===== src/bbc_sys_pkg.sv =====
package bbc_sys_pkg;

   // loader address, top bit picks the rom store
   localparam int LOADER_ADR_W   = 18;
   localparam int LOADER_ROM_BIT = 17;

   typedef struct packed {
      logic [LOADER_ADR_W-1:0] addr;
      logic [7:0]              data;
   } loader_wr_t;

   // board and menu controls
   typedef struct packed {
      logic reset_req;    // menu reset entry
      logic rom_map_low;  // 1 = basic/smmc in slots 0 and 2
      logic pll_ready;    // pll lock
   } core_ctl_t;

endpackage


===== src/bbc_reset_ctrl.sv =====
module bbc_reset_ctrl
   import bbc_sys_pkg::*;
#(
   parameter int REMAP_HOLD = 4095
) (
   input  logic      clk_32m,
   input  logic      arst_n,
   input  core_ctl_t ctl,
   input  logic      loader_active,
   output logic      core_reset
);

   localparam int CNT_W = (REMAP_HOLD > 1) ? $clog2(REMAP_HOLD + 1) : 1;

   logic             last_map;
   logic [CNT_W-1:0] hold_cnt;
   logic             map_chg;
   logic             hold_active;
   logic             reset_in;

   assign map_chg = ctl.rom_map_low != last_map;

   // the change cycle itself is the first held cycle
   assign hold_active = hold_cnt > CNT_W'(1);

   assign reset_in = !ctl.pll_ready
                  || ctl.reset_req
                  || loader_active
                  || map_chg
                  || hold_active;

   always_ff @(posedge clk_32m or negedge arst_n) begin
      if (!arst_n) begin
         last_map   <= 1'b0;
         hold_cnt   <= '0;
         core_reset <= 1'b1;
      end else begin
         last_map <= ctl.rom_map_low;
         if (map_chg) begin
            hold_cnt <= CNT_W'(REMAP_HOLD);  // restart window on every toggle
         end else if (hold_cnt != '0) begin
            hold_cnt <= hold_cnt - 1'b1;
         end
         core_reset <= reset_in;
      end
   end

endmodule


===== config.mk =====
export PLATFORM = sky130hd
export DESIGN_NAME = bbc_reset_ctrl
export DESIGN_NICKNAME = d
export VERILOG_FILES = /design/src/bbc_sys_pkg.sv /design/src/bbc_reset_ctrl.sv
export SDC_FILE = /design/constraint.sdc
export NUM_CORES = 1
export LEC_CHECK = 0
export BUFFER_PORTS_ARGS = -buffer_cell sky130_fd_sc_hd__buf_2
export CAP_MARGIN = 25
export CORE_MARGIN = 5
export CORE_UTILIZATION = 40
export DETAILED_ROUTE_END_ITERATION = 8
export PLACE_DENSITY = 0.67
export SKIP_CTS_REPAIR_TIMING = 1
export SLEW_MARGIN = 20
export SYNTH_ARGS = -nofsm -noshare
export SYNTH_HDL_FRONTEND = slang
export SYNTH_SLANG_ARGS = --single-unit

===== constraint.sdc =====
create_clock -name clk_32m -period 4.24 [get_ports clk_32m]
set_clock_uncertainty 0.15 [all_clocks]
set_input_delay 0.424 -clock clk_32m [delete_from_list [all_inputs] [get_ports clk_32m]]
set_output_delay 0.424 -clock clk_32m [all_outputs]
set_load 0.03 [all_outputs]

==> flow_summary_export.csv <==
group,metric,value,unit
run_status,status,"completed",
timing,report.final.hold_viol_count,0,
grt,track_usage,0.118,
detailed_routing,totalWireLength,1.43,mm
critical_path,worst-endpoint-required,4.27,ns
power_and_ir_drop,power-per-cell-area,299,nW/um2
clock_network,clock-root-buffer,"clkbuf_4",
timing,clock.fmax,0.460,GHz
die,floorplan.core_area,1760,um2
layout,leading_cell_type_in_the_layout_fill_and_taps_excluded,"dfrtp_1",
worst_hold_path,hold_depth,1,
critical_path,path_class,"flip-flop to flip-flop",
power_and_ir_drop,p_clk_frac,0.320,
detailed_routing,total_number_of_vias,587,
layout,nNetsFinal,93,
timing,fin_crit_sh,0.512,
synthesis,synth_top_flop_cell,"dfrtp_1",
power_and_ir_drop,pwr-share-comb,0.111,
power_and_ir_drop,power.ir.vdd_worst,0.000173,V
clock_network,tritoncts,"built",
synthesis,ys_ff_latch,14,
placed_design,finalWeightedCongestion,0.727,
die,dieHeight,53.4,um
grt,vias_in_the_first_global_route,569,
layout,area_growth_syn_to_layout,11.8,%
grt,pin_count_of_the_biggest_net_entering_global_routing,15,
placed_design,detailed_place.area,805,um2
clock_network,cts_max_level,1,
synthesis,synth-edff-count,0,
grt,antenna_found_initial,0,
critical_path,critical_path.startpoint_type,"flip-flop",
timing,slew_viol_final,0,
critical_path,critical_path_arrival,2.20,ns
power_and_ir_drop,sw_frac_of_total,0.264,
critical_path,timing.critical_path.to_type,"flip-flop",
die,start_util,0.426,
synthesis,synth.yosys.seq_area_share,0.468,
timing,postLayoutSetupSlackWorst,2.07,ns
detailed_routing,drt.antenna.violating_nets,0,
synthesis,syn-num-nets,83,
die,floorplan.die_area,2850,um2
synthesis,asyncSetResetFlopFracSynth,1.00,
synthesis,yosys_warning_total,0,
timing,period_minus_slack,2.17,ns
timing,timing.setup.tns,0,ns
detailed_routing,firstDrtPassIters,6,
layout,stdcell_area,841,um2
synthesis,synthesis.area_per_instance,10.2,um2
clock_network,clk_pin_slew,0.09,ns
worst_hold_path,class_of_the_tightest_hold_or_removal_check,"input port to flip-flop",
die,dieWidth,53.4,um
placed_design,place.detailed.hpwl,1.04,mm
layout,antenna_cells_inserted,0,
synthesis,synth.distinct_cells,31,
detailed_routing,routed_wire_length_per_instance,13.2,um
clock_network,tritoncts_num_sinks,14,
grt,globalRoute.totalOverflow,0,
detailed_routing,route.detailed.vias_per_inst,5.44,
critical_path,rr_worst_depth,4,
layout,post_route_cells_drive_above_1_share,0.217,
critical_path,crit_fanout,7,
layout,top_library_cells_by_usage_in_the_layout_fill_and_taps_aside,"dfrtp_1, nand2_1, buf_2",
clock_network,cts.path.max_buffers,2,
placed_design,pre_cts_slack,2.05,ns
die,placement_rows,15,
power_and_ir_drop,p_leak,0.291,nW
timing,worst_slew_margin_rel,0.474,
timing,worst_slew_pin_slew,0.784,ns
die,pin_count,7,
grt,grt_pass1_wl,2.44,mm
detailed_routing,detailedRoute.firstIterationViolations,5,
job,maximum_capacitance_violations,0,
clock_network,clk_latency,0.28,ns
power_and_ir_drop,p_int,0.185,mW
detailed_routing,drt_drc_violations_left,0,
critical_path,timing.critical_path.from,"hold_cnt[7]$_DFFE_PN0P_",
timing,rsz0062_at_grt,"no",
power_and_ir_drop,seq_power_share,0.569,
worst_hold_path,hp-start,"ctl[1]",
synthesis,netlist_instances,74,
clock_network,cts-buffers-inserted,3,
synthesis,synthesis.area,752,um2
timing,final-setup-viol-count,0,
placed_design,port_buffers,6,
critical_path,r2r-start,"hold_cnt[7]$_DFFE_PN0P_",
power_and_ir_drop,power.net_switching,0.0666,mW
==> stage by stage <==
stage,hold WS [ns],util,power (mW),std cells
6_report,0.150,0.477,0.252,108
5_1_grt,0.149,0.477,0.268,108
4_1_cts,-0.112,0.471,0.252,107
3_5_place_dp,0.195,0.456,0.173,103
3_3_place_gp,0.189,0.456,0.173,103
2_1_floorplan,-0.0216,-,0.163,74
==> power groups by stage <==
stage	logic (mW)	clock network [mW]	registers, mW
finish	0.0279	0.0806	0.143
global route	0.0329	0.0908	0.144
CTS	0.0278	0.0812	0.143
detailed placement	0.0275	0	0.146
global placement	0.0272	0	0.145
floorplan	0.0182	0	0.145
==> path summary, 6_finish.rpt <==
check	slack (ns)	to
setup / recovery	2.07	hold_cnt[4]$_DFFE_PN0P_
hold / removal	0.15	last_map$_DFF_PN0_
setup reg to reg	2.07	hold_cnt[4]$_DFFE_PN0P_
hold reg to reg	0.40	hold_cnt[1]$_DFFE_PN0P_
max in group asynchronous	3.23	core_reset$_DFF_PN1_
min in group asynchronous	0.41	hold_cnt[3]$_DFFE_PN0P_
==> logic make-up after synthesis <==
logic type	share of synthesized area
mux	0.0283
simple gates	0.261
compound gates	0.126
fa+ha+maj	0.0499
buf+inv	0.0316
flops	0.468
xor+xnor	0.0349
==> Yosys cell counts, drive strengths merged (3+ instances only) <==
library cell | number | area share
dfrtp | 13 | 0.43
nand2 | 7 | 0.035
or3 | 4 | 0.038
inv | 4 | 0.020
nor2 | 3 | 0.015
ha | 3 | 0.050
nor4 | 4 | 0.053
or4 | 4 | 0.043
nand3 | 4 | 0.027
o21ai | 4 | 0.027
==> critical path, stage by stage, from the launching register on <==
cell and delay (ns):
dfrtp_1 0.43, or4_1 0.68, nor4_4 0.44, nor3_1 0.10, a211o_1 0.27
==> per-layer routing <==
layer	global-route usage	vias up	part of all wire
met5	0	-	0
met4	0.0766	0	0.019
met3	0.0113	2	0.019
met2	0.192	7	0.49
met1	0.146	281	0.47
li1	-	297	-
==> layout make-up <==
cell class                 count  area, um2
inverter                       4       15.0
clock buffer                   4       26.3
tap                           25       31.3
fill                         176        923
sequential                    14        352
timing repair buffer           7       40.0
multi-input combinational     54        377
==> registers in the layout, indices dropped and copies added (netlist names) <==
name	count
last_map	1
hold_cnt	12
core_reset	1
No activity file was read; power rests on OpenSTA's default activity.
