`config.mk`:
```
export PLATFORM = sky130hd
export DESIGN_NAME = bbc_mem_map
export DESIGN_NICKNAME = d
export VERILOG_FILES = /design/src/bbc_mem_pkg.sv /design/src/bbc_sys_pkg.sv /design/src/bbc_mem_map.sv
export SDC_FILE = /design/constraint.sdc
export NUM_CORES = 1
export LEC_CHECK = 0
export CAP_MARGIN = 20
export CELL_PAD_IN_SITES_DETAIL_PLACEMENT = 1
export CELL_PAD_IN_SITES_GLOBAL_PLACEMENT = 1
export CORE_MARGIN = 2
export CORE_UTILIZATION = 39
export DETAILED_ROUTE_END_ITERATION = 7
export DONT_BUFFER_PORTS = 1
export HOLD_SLACK_MARGIN = 0.1
export PLACE_DENSITY_LB_ADDON = 0.1
export SLEW_MARGIN = 20
export SYNTH_ARGS = -nofsm -noshare
export SYNTH_HDL_FRONTEND = slang
export SYNTH_SLANG_ARGS = --single-unit
```
`constraint.sdc`:
```
create_clock -name clk_32m -period 1.25 [get_ports clk_32m]
set_input_delay 0.125 -clock clk_32m [delete_from_list [all_inputs] [get_ports clk_32m]]
set_output_delay 0.125 -clock clk_32m [all_outputs]
set_load 0.1 [all_outputs]
```
`src/bbc_mem_pkg.sv`:
```
package bbc_mem_pkg;

   // cpu side bus sizes
   localparam int CPU_ADR_W  = 16;
   localparam int ROMSEL_W   = 4;
   localparam int SLOT_OFS_W = 14;  // 16 KiB per paged slot

   // physical ram, main at the bottom, sideways banks from 64 KiB up
   localparam int RAM_ADR_W = 17;

   typedef logic [RAM_ADR_W-1:0] ram_adr_t;

   localparam ram_adr_t SWRAM_BASE = 17'h1_0000;

   // romsel[3:2] for the four sideways ram banks 4..7
   localparam logic [1:0] SWRAM_BANK_HI = 2'b01;

   // rom slot numbers for the two mappings in the menu
   localparam logic [ROMSEL_W-1:0] ROMSEL_BASIC_HI = 4'he;
   localparam logic [ROMSEL_W-1:0] ROMSEL_SMMC_HI  = 4'hc;
   localparam logic [ROMSEL_W-1:0] ROMSEL_BASIC_LO = 4'h0;
   localparam logic [ROMSEL_W-1:0] ROMSEL_SMMC_LO  = 4'h2;

   // rom store image numbers, as seen in loader addr[15:14]
   localparam int         ROM_IMG_CNT  = 3;
   localparam logic [1:0] ROM_SEL_OS    = 2'd0;
   localparam logic [1:0] ROM_SEL_BASIC = 2'd1;
   localparam logic [1:0] ROM_SEL_SMMC  = 2'd2;

   typedef struct packed {
      logic                 we;
      logic [CPU_ADR_W-1:0] adr;
      logic [ROMSEL_W-1:0]  romsel;
      logic [7:0]           wdata;
   } cpu_req_t;

   typedef enum logic [2:0] {
      REG_RAM,
      REG_OS,
      REG_BASIC,
      REG_SMMC,
      REG_SWRAM,
      REG_NONE
   } mem_region_e;

endpackage

```
`src/bbc_sys_pkg.sv`:
```
package bbc_sys_pkg;

   // loader address, top bit picks the rom store
   localparam int LOADER_ADR_W   = 18;
   localparam int LOADER_ROM_BIT = 17;

   typedef struct packed {
      logic [LOADER_ADR_W-1:0] addr;
      logic [7:0]              data;
   } loader_wr_t;

   // board and menu controls
   typedef struct packed {
      logic reset_req;    // menu reset entry
      logic rom_map_low;  // 1 = basic/smmc in slots 0 and 2
      logic pll_ready;    // pll lock
   } core_ctl_t;

endpackage

```
`src/bbc_mem_map.sv`:
```
module bbc_mem_map
   import bbc_mem_pkg::*;
   import bbc_sys_pkg::*;
#(
   parameter int ROM_ADR_W = 14
) (
   input  logic                 clk_32m,
   input  logic                 arst_n,
   input  cpu_req_t             cpu_req,
   input  logic                 cpu_req_valid,
   input  logic                 loader_active,
   input  loader_wr_t           loader_wr,
   input  logic                 loader_wr_valid,
   input  logic                 rom_map_low,
   input  logic [7:0]           rom_os,
   input  logic [7:0]           rom_basic,
   input  logic [7:0]           rom_smmc,
   input  logic [7:0]           ram_rdata,
   output ram_adr_t             ram_adr,
   output logic                 ram_we,
   output logic [7:0]           ram_wdata,
   output logic [ROM_ADR_W-1:0] rom_adr,
   output logic                 rom_we,
   output logic [1:0]           rom_sel,
   output logic [7:0]           rom_wdata,
   output logic [7:0]           rd_data,
   output logic                 rd_valid
);

   mem_region_e region;
   mem_region_e rd_region_q;  // region of the read whose data arrives now
   logic        rd_pend_q;
   logic        basic_hit;
   logic        smmc_hit;
   logic        cpu_go;
   logic        cpu_ram_wr;
   logic        ld_go;
   ram_adr_t    cpu_ram_adr;
   logic [7:0]  sel_data;

   assign cpu_go = cpu_req_valid && !loader_active;
   assign ld_go  = loader_wr_valid && loader_active;

   assign basic_hit = rom_map_low ? (cpu_req.romsel == ROMSEL_BASIC_LO)
                                  : (cpu_req.romsel == ROMSEL_BASIC_HI);
   assign smmc_hit  = rom_map_low ? (cpu_req.romsel == ROMSEL_SMMC_LO)
                                  : (cpu_req.romsel == ROMSEL_SMMC_HI);

   always_comb begin
      region = REG_NONE;
      if (!cpu_req.adr[15]) begin
         region = REG_RAM;
      end else if (cpu_req.adr[14]) begin
         region = REG_OS;  // 0xc000 and up
      end else if (basic_hit) begin
         region = REG_BASIC;
      end else if (smmc_hit) begin
         region = REG_SMMC;
      end else if (cpu_req.romsel[3:2] == SWRAM_BANK_HI) begin
         region = REG_SWRAM;
      end
   end

   // bank n lands at 0x10000 + (n & 3) * 16 KiB
   assign cpu_ram_adr = (region == REG_SWRAM)
      ? (SWRAM_BASE | ram_adr_t'({cpu_req.romsel[1:0], cpu_req.adr[SLOT_OFS_W-1:0]}))
      : ram_adr_t'(cpu_req.adr);

   // rom regions and unmapped space swallow cpu writes
   assign cpu_ram_wr = cpu_go && cpu_req.we && (region == REG_RAM || region == REG_SWRAM);

   // loader takes over both memories while active
   assign ram_adr   = loader_active ? loader_wr.addr[RAM_ADR_W-1:0] : cpu_ram_adr;
   assign ram_wdata = loader_active ? loader_wr.data : cpu_req.wdata;
   assign ram_we    = loader_active ? (ld_go && !loader_wr.addr[LOADER_ROM_BIT]) : cpu_ram_wr;

   assign rom_adr   = loader_active ? loader_wr.addr[ROM_ADR_W-1:0]
                                    : cpu_req.adr[ROM_ADR_W-1:0];
   assign rom_we    = ld_go && loader_wr.addr[LOADER_ROM_BIT];
   assign rom_sel   = loader_wr.addr[15:14];
   assign rom_wdata = loader_wr.data;

   always_comb begin
      unique case (rd_region_q)
         REG_RAM, REG_SWRAM: sel_data = ram_rdata;
         REG_OS:             sel_data = rom_os;
         REG_BASIC:          sel_data = rom_basic;
         REG_SMMC:           sel_data = rom_smmc;
         default:            sel_data = 8'hff;  // floating bus
      endcase
   end

   always_ff @(posedge clk_32m or negedge arst_n) begin
      if (!arst_n) begin
         rd_pend_q <= 1'b0;
         rd_valid  <= 1'b0;
      end else begin
         rd_pend_q <= cpu_go && !cpu_req.we;
         rd_valid  <= rd_pend_q;
      end
   end

   always_ff @(posedge clk_32m) begin
      rd_region_q <= region;    // lines up with the memory output
      rd_data     <= sel_data;
   end

   a_no_cpu_during_load: assert property (
      @(posedge clk_32m) disable iff (!arst_n)
      loader_active |-> !cpu_req_valid
   );

endmodule

```
==> results.cfg, run 1 <==
[power_and_ir_drop]
p_int_uw = 902
peakVddDrop_mv = 0.562
p_sw_frac = 0.585
leakage_uw = 0.000661
pwr-share-clk = 0.118
power.switching_uw = 1270
comb_power_share = 0.667
power_uw = 2170
power_per_cell_area_nw_per_um2 = 1350
seq_power_share = 0.215

[critical_path]
r2r_slack_ps = 60
cp-end-kind = flop
rr_worst_depth = 4
crit_arrival_ps = 1420
crit_fanout = 4
crit_path_start_kind = primary input
cp.required_ps = 1470
critical_path_class = primary input to flop

[routing]
ant_nets = 0
first_iter_violations = 22
routed_via_density = 5.99
num_vias = 1049
wl_um = 3870
drc = 0
dr.pass1.iters = 4
wire_per_inst_um = 22.1

[worst_hold_path]
worst_hold_path_type = primary input to flop
holdPathStages = 3

[clocking]
cts_max_level = 1
tritoncts = yes
cts_root_buffer = clkbuf_4
cts.sinks = 13
cts_buffers = 3
path_clk_slew_ps = 80
clockBufferDepth = 2
clk_latency_ps = 270

[timing]
fin_ws_ps = 51.7
setup_violations = 0
finalCritPeriodShare = 0.959
fmax_mhz = 835
finalSetupTns_ps = 0
tightest_slew_ps = 575
relSlewSlack = 0.618
fin_crit_ps = 1200
finClkSkew_ps = 3.22
drv_slew = 0
hold_viol = 0
fin_hold_ws_ps = 131

[place]
place_ws_ps = 44.4
io_buffers = 0
gp_congestion = 0.791
dpl.hpwl_um = 2840

[die]
core-area_um2 = 2830
initial_core_util = 0.418
fp.dieW_um = 59.1
die_height_um = 59.1
fp-row-count = 19
dieArea_um2 = 3490
io_pins = 153

[synth]
netlist_instances = 128
netlist_top_cells_area = mux2_2, dfxtp_1, buf_4
synth.yosys.warnings = 0
syn_avg_cell_area_um2 = 9.24
async_flop_share = 0.154
yosysSeqAreaShare = 0.229
synth_flop_cell = dfxtp_1
yosys.area.top_type = mux2_2
synth_commonest_cells = mux2_2, buf_4, o21ai_0
synth.most_common_cell = mux2_2
synth_area_um2 = 1180
yosysUniqueCellTypes = 29
synth_nets = 221
synth_edf_count = 0
ys_ff_latch = 13
netlist.area_leader.share = 0.267

[layout]
synthToLayoutAreaGrowth_pct = 36.0
drive_gt1_frac = 0.451
fin_nets = 238
antenna_cells = 0

[global_route]
grt_start_max_net_pins = 34
grt_first_pass_wirelength_um = 5200
antenna_found_initial = 0
track_usage = 0.200
grt-ovfl-total = 0
grt_pass1_vias = 1136

[run_status]
status = finished, final reports clean

[run]
drv_cap = 0
[cells by family after synthesis]
kind of cell / count (synthesis) / synth area share
and+or+nand+nor: 20 / 0.115
muxes: 30 / 0.292
buffers and inverters: 32 / 0.201
AOI/OAI and AO/OA: 33 / 0.163
DFF: 13 / 0.229
[critical path: stages]
cell and delay (ps):
dlygate4sd3_1 580, nor3b_2 160, dlygate4sd3_1 550
[registers in the layout, indices dropped and copies added (netlist names)]
register     cells
rd_pend_q        1
rd_data          8
rd_region_q      3
rd_valid         1
[what timing repair did]
action	4_1_cts	5_1_grt
gates resized for setup	0	7
hold buffers	20	3
setup endpoints to repair	0	9
hold endpoints to repair	13	2
setup buffers	0	1
[layout by cell type, fill, tap and decap left out, drive strengths merged]
| cell | instances |
|---|---|
| a21oi | 1 |
| a31oi | 2 |
| buf | 21 |
| mux2 | 30 |
| and3b | 1 |
| dfrtp | 2 |
| nand4bb | 2 |
| nor3 | 1 |
| dfxtp | 11 |
| nor2 | 3 |
| nand2b | 1 |
| nor2b | 1 |
| and3 | 1 |
| clkbuf | 4 |
| nand2 | 5 |
| dlygate4sd3 | 23 |
| nor3b | 2 |
| and4bb | 1 |
| o22ai | 7 |
| o21ai | 19 |
| nor4b | 2 |
| a311o | 1 |
| o22a | 1 |
| o21a | 1 |
| o32a | 1 |
[worst paths after layout]
check,startpoint,to
worst max-delay path,cpu_req[26],rd_region_q[1]
worst min-delay path,rom_basic[2],rd_data[2]
worst max register to register,rd_region_q[0],rd_data[3]
worst min register to register,rd_pend_q,rd_valid
max in group asynchronous,arst_n,rd_valid
min in group asynchronous,arst_n,rd_pend_q
[through the flow]
stage	utilization	area (µm²)	cells
after CTS	0.550	1560	171
final	0.568	1610	175
after global routing	0.568	1610	175
after detailed placement	0.470	1330	147
after floorplan	-	1320	128
after global placement	0.470	1330	147
[cell type report]
type | instances | area, µm²
Tap cell | 31 | 38.8
Sequential cell | 13 | 272
Timing Repair Buffer | 44 | 500
Clock buffer | 4 | 26.3
Fill cell | 299 | 1220
Multi-Input combinational cell | 83 | 771
[power by group through the flow]
stage | Clock [µW] | Sequential (µW) | Combinational, µW
2_1_floorplan | 0 | 689 | 1240
6_report | 255 | 467 | 1450
5_1_grt | 290 | 472 | 1480
3_3_place_gp | 0 | 475 | 1370
4_1_cts | 265 | 467 | 1430
3_5_place_dp | 0 | 477 | 1380
[layer usage]
| metal | part of all wire | routed length (µm) | vias up | track usage |
|---|---|---|---|---|
| met5 | 0 | 0 | - | 0 |
| li1 | - | - | 479 | - |
| met2 | 0.56 | 2170 | 87 | 0.405 |
| met1 | 0.32 | 1240 | 477 | 0.179 |
| met3 | 0.11 | 416 | 6 | 0.0742 |
| met4 | 0.011 | 42 | 0 | 0.0584 |
Power figures use the tool's default switching activity.
==> inputs of run 2 (changes only) <==
--- a/config.mk
+++ b/config.mk
@@ -8,13 +8,12 @@
 export CAP_MARGIN = 20
 export CELL_PAD_IN_SITES_DETAIL_PLACEMENT = 1
 export CELL_PAD_IN_SITES_GLOBAL_PLACEMENT = 1
-export CORE_MARGIN = 2
+export CORE_MARGIN = 4
 export CORE_UTILIZATION = 39
 export DETAILED_ROUTE_END_ITERATION = 7
 export DONT_BUFFER_PORTS = 1
 export HOLD_SLACK_MARGIN = 0.1
 export PLACE_DENSITY_LB_ADDON = 0.1
-export SLEW_MARGIN = 20
 export SYNTH_ARGS = -nofsm -noshare
 export SYNTH_HDL_FRONTEND = slang
 export SYNTH_SLANG_ARGS = --single-unit
==> constraint.sdc (replaced) <==
create_clock -name clk_32m -period 1.2 [get_ports clk_32m]
set_input_delay 0.12 -clock clk_32m [delete_from_list [all_inputs] [get_ports clk_32m]]
set_output_delay 0.12 -clock clk_32m [all_outputs]
set_load 0.1 [all_outputs]
==> results.cfg, run 2 (same netlist as run 1, synthesis figures left out) <==
[critical_path]
rr_worst_depth = 4
cp.required_ps = 1350
crit_arrival_ps = 1320
cp-endpoint = rd_data[1]
r2r-end = rd_data[1]
r2r_slack_ps = 30
crit_path_start_kind = flop
crit_path_start = rd_region_q[0]
cp-end-kind = flop
critical_path_class = flop to flop
timing.rr.start = rd_region_q[0]
crit_fanout = 14

[timing]
fmax_mhz = 852
relSlewSlack = 0.614
tightest_slew_ps = 581
finClkSkew_ps = 6.24
fin_crit_ps = 1170
setup_violations = 0
hold_viol = 0
drv_slew = 0
finalSetupTns_ps = 0
finalCritPeriodShare = 0.978

[global_route]
grt_pass1_vias = 1226
track_usage = 0.205
grt_start_max_net_pins = 34
grt-ovfl-total = 0
antenna_found_initial = 0
grt_first_pass_wirelength_um = 6550

[clocking]
cts_max_level = 1
cts.sinks = 13
cts_buffers = 3
tritoncts = yes
clockBufferDepth = 2
clk_latency_ps = 270
cts_root_buffer = clkbuf_4
path_clk_slew_ps = 80

[routing]
routed_via_density = 6.07
wl_um = 4410
ant_nets = 0
first_iter_violations = 44
num_vias = 1068
drc = 0
wire_per_inst_um = 25.1
dr.pass1.iters = 4

[layout]
synthToLayoutAreaGrowth_pct = 37.7
final_common_cell = dlygate4sd3_1
largest_reg_flops = 8
fillers = 292
reg_top3 = rd_data: 8 flops, rd_region_q: 3 flops
final_cell_mix = dlygate4sd3_1, mux2_4, mux2_2
fin_nets = 239
largest-register = rd_data
drive_gt1_frac = 0.469
antenna_cells = 0
fin_util = 0.575
final_cells = 176

[run_status]
status = finished, final reports clean

[die]
io_pins = 153
core-area_um2 = 2830
dieArea_um2 = 3980
die_height_um = 63.1
fp.dieW_um = 63.1
fp-row-count = 19
initial_core_util = 0.418

[power_and_ir_drop]
power_per_cell_area_nw_per_um2 = 1400
leakage_uw = 0.000666
peakVddDrop_mv = 0.792

[place]
dpl.hpwl_um = 3270
io_buffers = 0
gp_congestion = 0.700
dp_cells = 148

[worst_hold_path]
worst_hold_path_type = primary input to flop

[run]
drv_cap = 0
[run 2: worst min path at each step]
stage	end	slack, ps	startpoint	cells past startpoint
2_1_floorplan	rd_pend_q	-180	arst_n	0
3_3_place_gp	rd_pend_q	-180	arst_n	0
3_5_place_dp	rd_pend_q	-180	arst_n	0
4_1_cts	rd_data[4]	100	rom_smmc[4]	3
5_1_grt	rd_data[6]	100	rom_smmc[6]	2
6_report	rd_data[4]	120	rom_smmc[4]	3
[run 2: layer usage]
layer,routed length (µm),GRT usage,up-vias,share of wire
li1,-,-,478,-
met1,1520,0.206,499,0.34
met2,2380,0.397,89,0.54
met3,495,0.0799,2,0.11
met4,19,0.0386,0,0.0043
met5,0,0,-,0
[run 2: area by class of cell]
type / count / area, µm² / share of cell area
clock buffers: 4 / 26.3 / 0.0161
multi-input cells: 83 / 772 / 0.474
flip-flops and latches: 13 / 273 / 0.168
well taps: 31 / 38.8 / 0.0238
repair buffers: 45 / 518 / 0.318
[run 2: worst max-delay path: stages (launching register included)]
cell     delay, ps
dfxtp_2        340
buf_12         140
mux2_2         350
o21ai_1        140
o21ai_1         90
[run 2: power by group]
group	internal, µW	leakage (µW)	switching, µW	total, µW
logic	354	0.000531	1170	1530
clock network	128	0.0000150	138	267
registers	471	0.000120	17.1	488
total	953	0.000666	1330	2280
[run 2: metrics by stage]
| stage | hold WS, ps | cell area (µm²) | setup WS [ps] | power (µW) |
|---|---|---|---|---|
| 6_report | 116 | 1630 | 26.8 | 2280 |
| 5_1_grt | 102 | 1630 | -0.295 | 2340 |
| 4_1_cts | 105 | 1590 | 0.404 | 2270 |
| 3_5_place_dp | -175 | 1350 | -10.7 | 1940 |
| 3_3_place_gp | -175 | 1350 | 46.5 | 1940 |
| 2_1_floorplan | -176 | 1330 | -182 | 2020 |
[run 2: what timing repair did]
item | 4_1_cts | 5_1_grt
gates cloned | 0 | 0
buffers inserted | 0 | 2
endpoints found under the setup margin | 4 | 6
gates resized for setup | 3 | 10
hold endpoints to repair | 13 | 1
hold buffers | 21 | 1
==> inputs of run 3 (changes only) <==
--- a/config.mk
+++ b/config.mk
@@ -9,7 +9,8 @@
 export CELL_PAD_IN_SITES_DETAIL_PLACEMENT = 1
 export CELL_PAD_IN_SITES_GLOBAL_PLACEMENT = 1
 export CORE_MARGIN = 4
-export CORE_UTILIZATION = 39
+export CORE_UTILIZATION = 41
+export CTS_BUF_LIST = sky130_fd_sc_hd__clkbuf_4 sky130_fd_sc_hd__clkbuf_8
 export DETAILED_ROUTE_END_ITERATION = 7
 export DONT_BUFFER_PORTS = 1
 export HOLD_SLACK_MARGIN = 0.1
==> constraint.sdc (replaced) <==
create_clock -name clk_32m -period 1.2 [get_ports clk_32m]
set_input_delay 0.06 -clock clk_32m [delete_from_list [all_inputs] [get_ports clk_32m]]
set_output_delay 0.06 -clock clk_32m [all_outputs]
set_load 0.1 [all_outputs]
==> results.cfg, run 3 (same netlist as run 1, synthesis figures left out) <==
[power_and_ir_drop]
comb_power_share = 0.676
pwr-share-clk = 0.125
p_int_uw = 1080
peakVddDrop_mv = 0.986
seq_power_share = 0.199
leakage_uw = 0.000777
power_uw = 2510
power.switching_uw = 1440
power_per_cell_area_nw_per_um2 = 1290
p_sw_frac = 0.572

[die]
core-area_um2 = 2760
io_pins = 153
initial_core_util = 0.429
die_height_um = 61.7
fp-row-count = 19
fp.dieW_um = 61.7
dieArea_um2 = 3810

[clocking]
tritoncts = yes
clockBufferDepth = 2
path_clk_slew_ps = 90
cts_buffers = 3
clk_latency_ps = 280
cts_max_level = 1
cts_root_buffer = clkbuf_4
cts.sinks = 13

[critical_path]
r2r-end = rd_data[3]
crit_path_start = rd_region_q[0]
cp.required_ps = 1350
crit_arrival_ps = 1430
cp-end-kind = flop
cp-endpoint = rd_data[3]
r2r_slack_ps = -80
crit_path_start_kind = flop
crit_fanout = 8
critical_path_class = flop to flop
rr_worst_depth = 4
timing.rr.start = rd_region_q[0]

[layout]
largest_reg_flops = 8
fin_nets = 266
drive_gt1_frac = 0.477
finish.instance_area_um2 = 1950
fin_util = 0.707
final_cell_mix = dlygate4sd3_1, mux2_2, buf_12
synthToLayoutAreaGrowth_pct = 64.9
largest-register = rd_data
final_common_cell = dlygate4sd3_1
reg_top3 = rd_data: 8 flops, rd_region_q: 3 flops

[run]
drv_cap = 0

[global_route]
grt_start_max_net_pins = 34
antenna_found_initial = 1
grt_first_pass_wirelength_um = 6930
track_usage = 0.261
grt-ovfl-total = 0
grt_pass1_vias = 1407

[run_status]
violations = negative setup slack
status = finished, violations left

[routing]
route.met3.wl_um = 563
wl_um = 6270
routed_via_density = 6.36
top_layer_used = met4
route.met2.wl_um = 3450
met1_length_um = 1930
drc = 0
dr.pass1.iters = 4
num_vias = 1297
ant_nets = 0
first_iter_violations = 58
wire_per_inst_um = 30.7

[place]
io_buffers = 0
gp_congestion = 0.631
placed_area_um2 = 1440
dpl.hpwl_um = 2740
place_ws_ps = -6.63

[timing]
setup_violations = 5
fin_crit_ps = 1280
tightest_slew_ps = 552
drv_slew = 0
fin_ws_ps = -76.0
rsz0062_at_grt = true
relSlewSlack = 0.634
finClkSkew_ps = 3.02
fmax_mhz = 784
finalCritPeriodShare = 1.06
hold_viol = 0

[worst_hold_path]
worst_hold_path_type = primary input to output port
-- run 3: cell types whose count changed in the layout (fill, tap and decap cells not counted), moves of 6 or more --
cell	previous run	this run
mux2_4	16	2
o21ai_1	12	6
dlygate4sd3_1	22	40
o21ai_2	2	9
buf_12	10	17
mux2_2	14	28
-- run 3: worst max-delay path: stages, from the launching register on --
cell	delay, ps
dfxtp_4	370
buf_12	130
mux2_2	350
o21ai_1	140
o21ai_0	150
-- run 3: area by class of cell --
cell class                 instances  area [µm²]
antenna                            1        2.50
clock buffer                       4        30.0
fill                             272         808
multi-input combinational         83         732
sequential                        13         275
tap                               31        38.8
timing repair buffer              72         871
-- run 3: routing by layer --
layer	vias up	track usage
met5	-	0
met4	0	0.152
met3	24	0.0806
met2	119	0.510
met1	615	0.231
li1	539	-
-- run 3: what timing repair did --
action,4_1_cts,5_1_grt
gates resized for setup,2,18
endpoints found under the setup margin,7,8
hold buffers,40,0
gates cloned,0,1
setup buffers,0,1
endpoints found under the hold margin,14,0
-- run 3: per-stage QoR --
stage / std cells / setup TNS (ps) / hold slack (ps)
floorplan: 128 / -2460 / -236
global placement: 157 / 0 / -236
detailed placement: 157 / -11.9 / -236
CTS: 201 / 0 / 113
global route: 204 / -371 / 120
finish: 204 / -162 / 120
-- run 3: worst min path at each step --
stage                             from             end  slack [ps]  depth (start not counted)
after CTS                   cpu_req[8]  rd_region_q[1]         110                          3
after detailed placement        arst_n        rd_valid        -240                          0
final                     loader_wr[3]    rom_wdata[3]         120                          0
after floorplan                 arst_n       rd_pend_q        -240                          0
after global placement          arst_n        rd_valid        -240                          0
after global routing      loader_wr[3]    rom_wdata[3]         120                          0
-- run 3: power groups by stage --
stage / registers [µW] / logic, µW / clock network, µW
6_report: 500 / 1700 / 314
5_1_grt: 504 / 1730 / 347
4_1_cts: 487 / 1620 / 301
3_5_place_dp: 496 / 1510 / 0
3_3_place_gp: 495 / 1500 / 0
2_1_floorplan: 718 / 1230 / 0
